File: config.mk
export PLATFORM = sky130hd
export DESIGN_NAME = mam_wb_sys
export DESIGN_NICKNAME = d
export VERILOG_FILES = /design/src/hw/mam_pkg.sv /design/src/hw/mam_wb_sys.sv /design/src/hw/mam_wb_regs.sv /design/src/hw/mam_wb_ram.sv /design/src/hw/mam_wb_decode.sv /design/src/hw/mam_wb_master.sv
export VERILOG_INCLUDE_DIRS = /design/src /design/src/hw
export SDC_FILE = /design/constraint.sdc
export NUM_CORES = 2
export LEC_CHECK = 0
export ABC_CLOCK_PERIOD_IN_PS = 12000
export BUFFER_PORTS_ARGS = -buffer_cell sky130_fd_sc_hd__buf_2
export CAP_MARGIN = 20
export CORE_AREA = 5 5 460 915
export DETAILED_ROUTE_END_ITERATION = 8
export DIE_AREA = 0 0 465 920
export PLACE_DENSITY = 0.64
export SLEW_MARGIN = 20
export SYNTH_ARGS = -nofsm -noshare
export SYNTH_HDL_FRONTEND = slang
export SYNTH_HIERARCHICAL = 1
export SYNTH_SLANG_ARGS = --single-unit
File: constraint.sdc
create_clock -name clk_i -period 12 [get_ports clk_i]
set_input_delay 0 -clock clk_i [delete_from_list [all_inputs] [get_ports clk_i]]
set_output_delay 0 -clock clk_i [all_outputs]
set_load 0.05 [all_outputs]
File: src/hw/mam_consts.svh
`ifndef MAM_CONSTS_SVH
`define MAM_CONSTS_SVH

// Bus widths
`define MAM_DATA_WIDTH 16
`define MAM_ADDR_WIDTH 32
`define MAM_SEL_WIDTH 2

// RAM word address width, 256 words
`define MAM_RAM_AW 8

// Region select bits of the byte address
`define MAM_REGION_HI 15
`define MAM_REGION_LO 14

// Fixed read values
`define MAM_UNMAPPED_DATA 16'hBAD0
`define MAM_REGS_ID 16'h4D41

// Wishbone cycle type identifiers
`define MAM_CTI_CLASSIC 3'b000
`define MAM_CTI_INCR 3'b010
`define MAM_CTI_END 3'b111

`endif
File: src/hw/mam_pkg.sv
`include "mam_consts.svh"

package mam_pkg;

   typedef logic [`MAM_ADDR_WIDTH-1:0] mam_addr_t; // Byte address
   typedef logic [`MAM_DATA_WIDTH-1:0] mam_data_t; // One bus word
   typedef logic [13:0] mam_beats_t;               // Burst length in words
   typedef logic [`MAM_SEL_WIDTH-1:0] mam_sel_t;   // Byte selects

   // Wishbone registered feedback tags
   typedef logic [2:0] wb_cti_t;
   typedef logic [1:0] wb_bte_t;

endpackage

File: src/hw/mam_wb_sys.sv
module mam_wb_sys import mam_pkg::*; (
   input  logic       clk_i,
   input  logic       rst_i,

   input  logic       req_valid_i,
   output logic       req_ready_o,
   input  logic       req_rw_i,
   input  mam_addr_t  req_addr_i,
   input  logic       req_burst_i,
   input  mam_beats_t req_beats_i,

   input  logic       write_valid_i,
   input  mam_data_t  write_data_i,
   output logic       write_ready_o,

   output logic       read_valid_o,
   output mam_data_t  read_data_o,
   input  logic       read_ready_i
);

   // Shared bus from the master
   logic      cyc, stb, we, ack;
   mam_addr_t adr;
   mam_data_t dat_w, dat_r;
   mam_sel_t  sel;
   wb_cti_t   cti;
   wb_bte_t   bte;

   // Per-slave return paths
   logic      ram_stb, ram_ack, regs_stb, regs_ack;
   mam_data_t ram_dat, regs_dat;

   mam_wb_master u_master (
      .clk_i         (clk_i),
      .rst_i         (rst_i),
      .req_valid_i   (req_valid_i),
      .req_ready_o   (req_ready_o),
      .req_rw_i      (req_rw_i),
      .req_addr_i    (req_addr_i),
      .req_burst_i   (req_burst_i),
      .req_beats_i   (req_beats_i),
      .write_valid_i (write_valid_i),
      .write_data_i  (write_data_i),
      .write_ready_o (write_ready_o),
      .read_valid_o  (read_valid_o),
      .read_data_o   (read_data_o),
      .read_ready_i  (read_ready_i),
      .cyc_o         (cyc),
      .stb_o         (stb),
      .we_o          (we),
      .adr_o         (adr),
      .dat_o         (dat_w),
      .sel_o         (sel),
      .cti_o         (cti),
      .bte_o         (bte),
      .ack_i         (ack),
      .dat_i         (dat_r)
   );

   mam_wb_decode u_decode (
      .clk_i      (clk_i),
      .rst_i      (rst_i),
      .stb_i      (stb & cyc),
      .adr_i      (adr),
      .ack_o      (ack),
      .dat_o      (dat_r),
      .ram_stb_o  (ram_stb),
      .ram_ack_i  (ram_ack),
      .ram_dat_i  (ram_dat),
      .regs_stb_o (regs_stb),
      .regs_ack_i (regs_ack),
      .regs_dat_i (regs_dat)
   );

   mam_wb_ram u_ram (
      .clk_i (clk_i),
      .rst_i (rst_i),
      .stb_i (ram_stb),
      .we_i  (we),
      .adr_i (adr),
      .dat_i (dat_w),
      .sel_i (sel),
      .ack_o (ram_ack),
      .dat_o (ram_dat)
   );

   mam_wb_regs u_regs (
      .clk_i (clk_i),
      .rst_i (rst_i),
      .stb_i (regs_stb),
      .we_i  (we),
      .adr_i (adr),
      .dat_i (dat_w),
      .sel_i (sel),
      .ack_o (regs_ack),
      .dat_o (regs_dat)
   );

endmodule

File: src/hw/mam_wb_regs.sv
`include "mam_consts.svh"

module mam_wb_regs import mam_pkg::*; (
   input  logic      clk_i,
   input  logic      rst_i,
   input  logic      stb_i,
   input  logic      we_i,
   input  mam_addr_t adr_i,
   input  mam_data_t dat_i,
   input  mam_sel_t  sel_i,
   output logic      ack_o,
   output mam_data_t dat_o
);

   mam_data_t  scratch0_q;
   mam_data_t  scratch1_q;
   mam_data_t  wcnt_q;     // Writes received, wraps
   logic [1:0] idx;
   logic       access;

   assign idx    = adr_i[2:1];
   assign access = stb_i & ~ack_o;

   always_ff @(posedge clk_i) begin
      if (rst_i) begin
         ack_o  <= 1'b0;
         wcnt_q <= '0;
      end else begin
         ack_o <= access;
         if (access & we_i) begin
            wcnt_q <= wcnt_q + mam_data_t'(1); // Counts read-only targets too
         end
      end
   end

   always_ff @(posedge clk_i) begin
      if (access & we_i) begin
         for (int b = 0; b < `MAM_SEL_WIDTH; b++) begin
            if (sel_i[b] && idx == 2'd0) begin
               scratch0_q[8*b +: 8] <= dat_i[8*b +: 8];
            end
            if (sel_i[b] && idx == 2'd1) begin
               scratch1_q[8*b +: 8] <= dat_i[8*b +: 8];
            end
         end
      end
      if (access) begin
         case (idx)
            2'd0:    dat_o <= scratch0_q;
            2'd1:    dat_o <= scratch1_q;
            2'd2:    dat_o <= `MAM_REGS_ID;
            default: dat_o <= wcnt_q;
         endcase
      end
   end

endmodule

File: src/hw/mam_wb_ram.sv
`include "mam_consts.svh"

module mam_wb_ram import mam_pkg::*; (
   input  logic      clk_i,
   input  logic      rst_i,
   input  logic      stb_i,
   input  logic      we_i,
   input  mam_addr_t adr_i,
   input  mam_data_t dat_i,
   input  mam_sel_t  sel_i,
   output logic      ack_o,
   output mam_data_t dat_o
);

   mam_data_t mem [2**`MAM_RAM_AW];

   logic [`MAM_RAM_AW-1:0] idx;
   logic                   access;  // First strobe cycle of a beat

   assign idx    = adr_i[`MAM_RAM_AW:1]; // Upper bits alias
   assign access = stb_i & ~ack_o;

   always_ff @(posedge clk_i) begin
      if (rst_i) begin
         ack_o <= 1'b0;
      end else begin
         ack_o <= access;
      end
   end

   always_ff @(posedge clk_i) begin
      if (access & we_i) begin
         for (int b = 0; b < `MAM_SEL_WIDTH; b++) begin
            if (sel_i[b]) begin
               mem[idx][8*b +: 8] <= dat_i[8*b +: 8];
            end
         end
      end
      if (access) begin
         dat_o <= mem[idx]; // Presented together with ack
      end
   end

endmodule

File: src/hw/mam_wb_decode.sv
`include "mam_consts.svh"

module mam_wb_decode import mam_pkg::*; (
   input  logic      clk_i,
   input  logic      rst_i,
   input  logic      stb_i,
   input  mam_addr_t adr_i,
   output logic      ack_o,
   output mam_data_t dat_o,
   output logic      ram_stb_o,
   input  logic      ram_ack_i,
   input  mam_data_t ram_dat_i,
   output logic      regs_stb_o,
   input  logic      regs_ack_i,
   input  mam_data_t regs_dat_i
);

   logic [1:0] region;
   logic       unm_stb;
   logic       unm_ack_q;  // Local answer for regions 2 and 3

   assign region     = adr_i[`MAM_REGION_HI:`MAM_REGION_LO];
   assign ram_stb_o  = stb_i & (region == 2'd0);
   assign regs_stb_o = stb_i & (region == 2'd1);
   assign unm_stb    = stb_i & region[1];

   always_ff @(posedge clk_i) begin
      if (rst_i) begin
         unm_ack_q <= 1'b0;
      end else begin
         unm_ack_q <= unm_stb & ~unm_ack_q;
      end
   end

   assign ack_o = ram_ack_i | regs_ack_i | unm_ack_q;

   always_comb begin
      case (region)
         2'd0:    dat_o = ram_dat_i;
         2'd1:    dat_o = regs_dat_i;
         default: dat_o = `MAM_UNMAPPED_DATA;
      endcase
   end

endmodule

File: src/hw/mam_wb_master.sv
`include "mam_consts.svh"

module mam_wb_master import mam_pkg::*; (
   input  logic       clk_i,
   input  logic       rst_i,

   input  logic       req_valid_i,
   output logic       req_ready_o,
   input  logic       req_rw_i,        // 1 for write
   input  mam_addr_t  req_addr_i,
   input  logic       req_burst_i,     // Incremental burst
   input  mam_beats_t req_beats_i,

   input  logic       write_valid_i,
   input  mam_data_t  write_data_i,
   output logic       write_ready_o,

   output logic       read_valid_o,
   output mam_data_t  read_data_o,
   input  logic       read_ready_i,

   output logic       cyc_o,
   output logic       stb_o,
   output logic       we_o,
   output mam_addr_t  adr_o,
   output mam_data_t  dat_o,
   output mam_sel_t   sel_o,
   output wb_cti_t    cti_o,
   output wb_bte_t    bte_o,
   input  logic       ack_i,
   input  mam_data_t  dat_i
);

   typedef enum logic [3:0] {
      ST_IDLE,
      ST_WRITE_WAIT,
      ST_WRITE,
      ST_WRITE_LAST,
      ST_READ_START,
      ST_READ,
      ST_READ_WAIT,
      ST_READ_LAST,
      ST_READ_LAST_WAIT
   } state_t;

   state_t     state_q, state_d;
   mam_addr_t  addr_q, addr_d;
   mam_beats_t beats_q, beats_d;
   mam_data_t  wdat_q, wdat_d;
   mam_data_t  rdat_q, rdat_d;
   wb_cti_t    cti_q, cti_d;
   logic       we_q, we_d;

   mam_beats_t req_beats;  // Beat count of the incoming request
   mam_beats_t beats_dec;
   mam_addr_t  addr_next;

   assign req_beats = req_burst_i ? req_beats_i : mam_beats_t'(1);
   assign beats_dec = beats_q - mam_beats_t'(1);
   assign addr_next = addr_q + mam_addr_t'(`MAM_SEL_WIDTH); // One word further

   always_ff @(posedge clk_i) begin
      if (rst_i) begin
         state_q <= ST_IDLE;
         cti_q   <= `MAM_CTI_CLASSIC;
         we_q    <= 1'b0;
      end else begin
         state_q <= state_d;
         cti_q   <= cti_d;
         we_q    <= we_d;
      end
      addr_q  <= addr_d;
      beats_q <= beats_d;
      wdat_q  <= wdat_d;
      rdat_q  <= rdat_d;
   end

   always_comb begin
      state_d = state_q;
      addr_d  = addr_q;
      beats_d = beats_q;
      wdat_d  = wdat_q;
      rdat_d  = rdat_q;
      cti_d   = cti_q;
      we_d    = we_q;

      req_ready_o   = 1'b0;
      write_ready_o = 1'b0;
      read_valid_o  = 1'b0;
      stb_o         = 1'b0;

      case (state_q)
         ST_IDLE: begin
            req_ready_o   = 1'b1;
            write_ready_o = req_valid_i & req_rw_i; // First word rides with the request
            if (req_valid_i) begin
               addr_d  = req_addr_i;
               beats_d = req_beats;
               we_d    = req_rw_i;
               if (req_beats != mam_beats_t'(1)) begin
                  cti_d = `MAM_CTI_INCR;
               end else if (req_burst_i) begin
                  cti_d = `MAM_CTI_END;
               end else begin
                  cti_d = `MAM_CTI_CLASSIC;
               end
               if (req_rw_i) begin
                  if (write_valid_i) begin
                     wdat_d  = write_data_i;
                     state_d = (req_beats == mam_beats_t'(1)) ? ST_WRITE_LAST : ST_WRITE;
                  end else begin
                     state_d = ST_WRITE_WAIT;
                  end
               end else begin
                  state_d = (req_beats == mam_beats_t'(1)) ? ST_READ_LAST : ST_READ_START;
               end
            end
         end
         ST_WRITE_WAIT: begin
            write_ready_o = 1'b1;
            if (write_valid_i) begin
               wdat_d  = write_data_i;
               state_d = (beats_q == mam_beats_t'(1)) ? ST_WRITE_LAST : ST_WRITE;
            end
         end
         ST_WRITE: begin
            stb_o = 1'b1;
            if (ack_i) begin
               write_ready_o = 1'b1; // Next word may replace the acked one
               addr_d  = addr_next;
               beats_d = beats_dec;
               if (beats_dec == mam_beats_t'(1)) begin
                  cti_d = `MAM_CTI_END;
               end
               if (write_valid_i) begin
                  wdat_d  = write_data_i;
                  state_d = (beats_dec == mam_beats_t'(1)) ? ST_WRITE_LAST : ST_WRITE;
               end else begin
                  state_d = ST_WRITE_WAIT;
               end
            end
         end
         ST_WRITE_LAST: begin
            stb_o = 1'b1;
            if (ack_i) begin
               addr_d  = addr_next;
               cti_d   = `MAM_CTI_CLASSIC;
               we_d    = 1'b0;
               state_d = ST_IDLE;
            end
         end
         // First and middle read beats share the bus phase
         ST_READ_START, ST_READ: begin
            stb_o = 1'b1;
            if (ack_i) begin
               rdat_d  = dat_i;
               addr_d  = addr_next;
               beats_d = beats_dec;
               state_d = ST_READ_WAIT;
            end
         end
         ST_READ_WAIT: begin
            read_valid_o = 1'b1; // Bus idles until the word is taken
            if (read_ready_i) begin
               if (beats_q == mam_beats_t'(1)) begin
                  cti_d   = `MAM_CTI_END;
                  state_d = ST_READ_LAST;
               end else begin
                  state_d = ST_READ;
               end
            end
         end
         ST_READ_LAST: begin
            stb_o = 1'b1;
            if (ack_i) begin
               rdat_d  = dat_i;
               addr_d  = addr_next;
               state_d = ST_READ_LAST_WAIT;
            end
         end
         ST_READ_LAST_WAIT: begin
            read_valid_o = 1'b1;
            if (read_ready_i) begin
               cti_d   = `MAM_CTI_CLASSIC;
               state_d = ST_IDLE;
            end
         end
         default: begin
            state_d = ST_IDLE;
         end
      endcase
   end

   assign cyc_o       = stb_o;
   assign we_o        = we_q;
   assign adr_o       = addr_q;
   assign dat_o       = wdat_q;
   assign sel_o       = '1;       // Full words only
   assign cti_o       = cti_q;
   assign bte_o       = 2'b00;    // Linear bursts
   assign read_data_o = rdat_q;

endmodule

==> reports/summary.txt <==
result of the run: completed
Clock Path Buffers: 4
worst-path fanout max: 41
via count: 78,300
input/output buffers: 70
die width: 465 µm
remaining antenna violation count after routing: 0
CTS tree: done
Logic pwr share: 27.6%
starting density of the core: 39.5%
Setup Crit Path Kind: flip-flop to flip-flop
Max-slew headroom: 16.9%
Net Sw Frac: 31.1%
vias per cell: 5.81
most common cell after layout, fill and taps aside: edfxtp_1
H-tree depth: 5
RSZ-0062 raised after global routing: false
Req. time, crit path: 12.56 ns
DR pass1 iterations: 7
area grow syn2layout: 11.8%
# Post-CTS Setup Buffers: 0
Crit path max-delay family: buffers and inverters
CP Launch Type: flip-flop
crit path DAT: 6.38 ns
Top cell by count, worst path: buf_4
worst vdd ir: 0.239 mV
Yosys warning count: 6
commonest cells after routing, fill and taps aside: 4,221 x edfxtp_1, 1,024 x mux4_2, 562 x nor2_1, 512 x a22oi_1, 349 x clkbuf_16
grt total ovfl: 0
die footprint: 0.428 mm²
Clock Power Share: 28.5%
initial antenna violation count: 12
CTS Buf Count: 343
element type at the critical path end: flip-flop
root cell of the clock tree: clkbuf_16
CP bufs+invs: 3
Hold Vio Cnt, Final: 0
Seq pwr share: 43.9%
row count: 334
routed len/inst: 30.5 µm
crit path time final: 5.81 ns
final setup TNS: 0 ns
GRT Util Overall: 18.9%
Setup Viol. Count Final: 0
mapped cell area: 0.163 mm²
CP max-delay cell: o41ai_4
Clock transition at path regs: 0.07 ns
post-route DRC violation count: 0
crit-path cells: buf_4, buf_4, buf_4, mux4_2, a22oi_1, a21oi_1, o41ai_4, nand4_1
first-pass GRT wire length: 590 mm
Worst Tran Pin Value: 1.25 ns
layout cell share with drive strength beyond 1: 23.0%
clock sinks: 4,245
clock latency on the worst-skew pair: 0.94 ns
mean post-synth cell area: 21.4 µm²
slowest cell delay on critical path: 1.03 ns
Core Box Area: 0.413 mm²
Placer Congestion: 0.874
fin util: 44.1%
DPL Wire Length: 256 mm
Post-Syn Instances: 7,615
initial drt markers: 8,252
final wirelength: 411 mm
Static Leakage: 54.5 nW
skew final: 0.0908 ns
vias in the first global route: 82,300
Tightest Hold Check Type: input pin to flip-flop
Peak Freq: 172 MHz
Psw: 12.2 mW
# IOs: 88
Int Power: 27.1 mW
final slew viol count: 0
Die Height: 920 µm
Final Cycle Share: 48.5%
nets: 7,904
largest net degree at the start of global routing: 195
Pwr per Cell Area: 216 mW/mm²
max_cap viols: 0
timing repair:
item,4_1_cts,5_1_grt
hold buffers,111,0
hold endpoints to repair,85,0
setup endpoints to repair,0,0
gates resized for setup,0,0
worst register-to-register path: cells and delay by family (launching register included):
family | cells | cell delay [ns]
AOI/OAI and AO/OA | 3 | 1.49
buffers and inverters | 3 | 2.39
DFF | 1 | 0.68
muxes | 1 | 0.66
and+or+nand+nor | 1 | 0.23
final cells by class:
type	instances	area, µm²
Clock inverter	213	2020
Fill cell	34200	231000
Clock buffer	399	8920
Tap cell	5376	6730
Timing Repair Buffer	365	3110
Antenna cell	8	20.0
Multi-Input combinational cell	2860	34200
Inverter	15	56.3
Sequential cell	4245	127000
power by group through the flow:
stage	Combinational, mW	Sequential, mW	Clock, mW
global placement	10.6	17.6	0
CTS	10.9	17.2	11.4
global route	11.3	17.3	12.0
floorplan	6.50	18.1	0
finish	10.8	17.3	11.2
detailed placement	10.8	17.6	0
final timing paths:
| kind | startpoint | depth (start not counted) | endpoint | slack, ns |
|---|---|---|---|---|
| setup / recovery | u_master/adr_o[1] | 8 | u_ram/dat_o[1] | 6.19 |
| hold / removal | rst_i | 3 | u_regs/wcnt_q[2] | 0.15 |
| setup reg to reg | u_master/adr_o[1] | 8 | u_ram/dat_o[1] | 6.19 |
| hold reg to reg | u_decode/unm_ack_q | 1 | u_decode/unm_ack_q | 0.41 |
metal layers:
layer  track usage (%)  up-vias  wire, µm
met1              20.5    41900    134000
met5                 0        -         0
met4              12.0        0     31000
met3              2.52      901     23500
li1                  -    32400         -
met2              34.5     3128    223000
per-stage QoR:
step	cells	setup slack [ns]	instance area, µm²	hold WS [ns]	total power, mW
floorplan	7616	7.64	163000	0.0716	24.6
CTS	13500	6.14	182000	0.0453	39.6
detailed placement	12700	6.20	170000	0.178	28.4
finish	13500	6.19	182000	0.152	39.3
global placement	12700	6.20	170000	0.180	28.2
global route	13500	6.00	182000	0.155	40.6
sequential cells by signal, summed over array words and instances, names as in the netlist, 15 cells and up:
signal and count:
u_ram/mem 4096, u_master/dat_o 16, u_master/read_data_o 16, u_ram/dat_o 16, u_regs/dat_o 16, u_regs/scratch0_q 16, u_regs/scratch1_q 16, u_regs/wcnt_q 16
u_master/adr_o 15
Power figures use the tool's default switching activity.
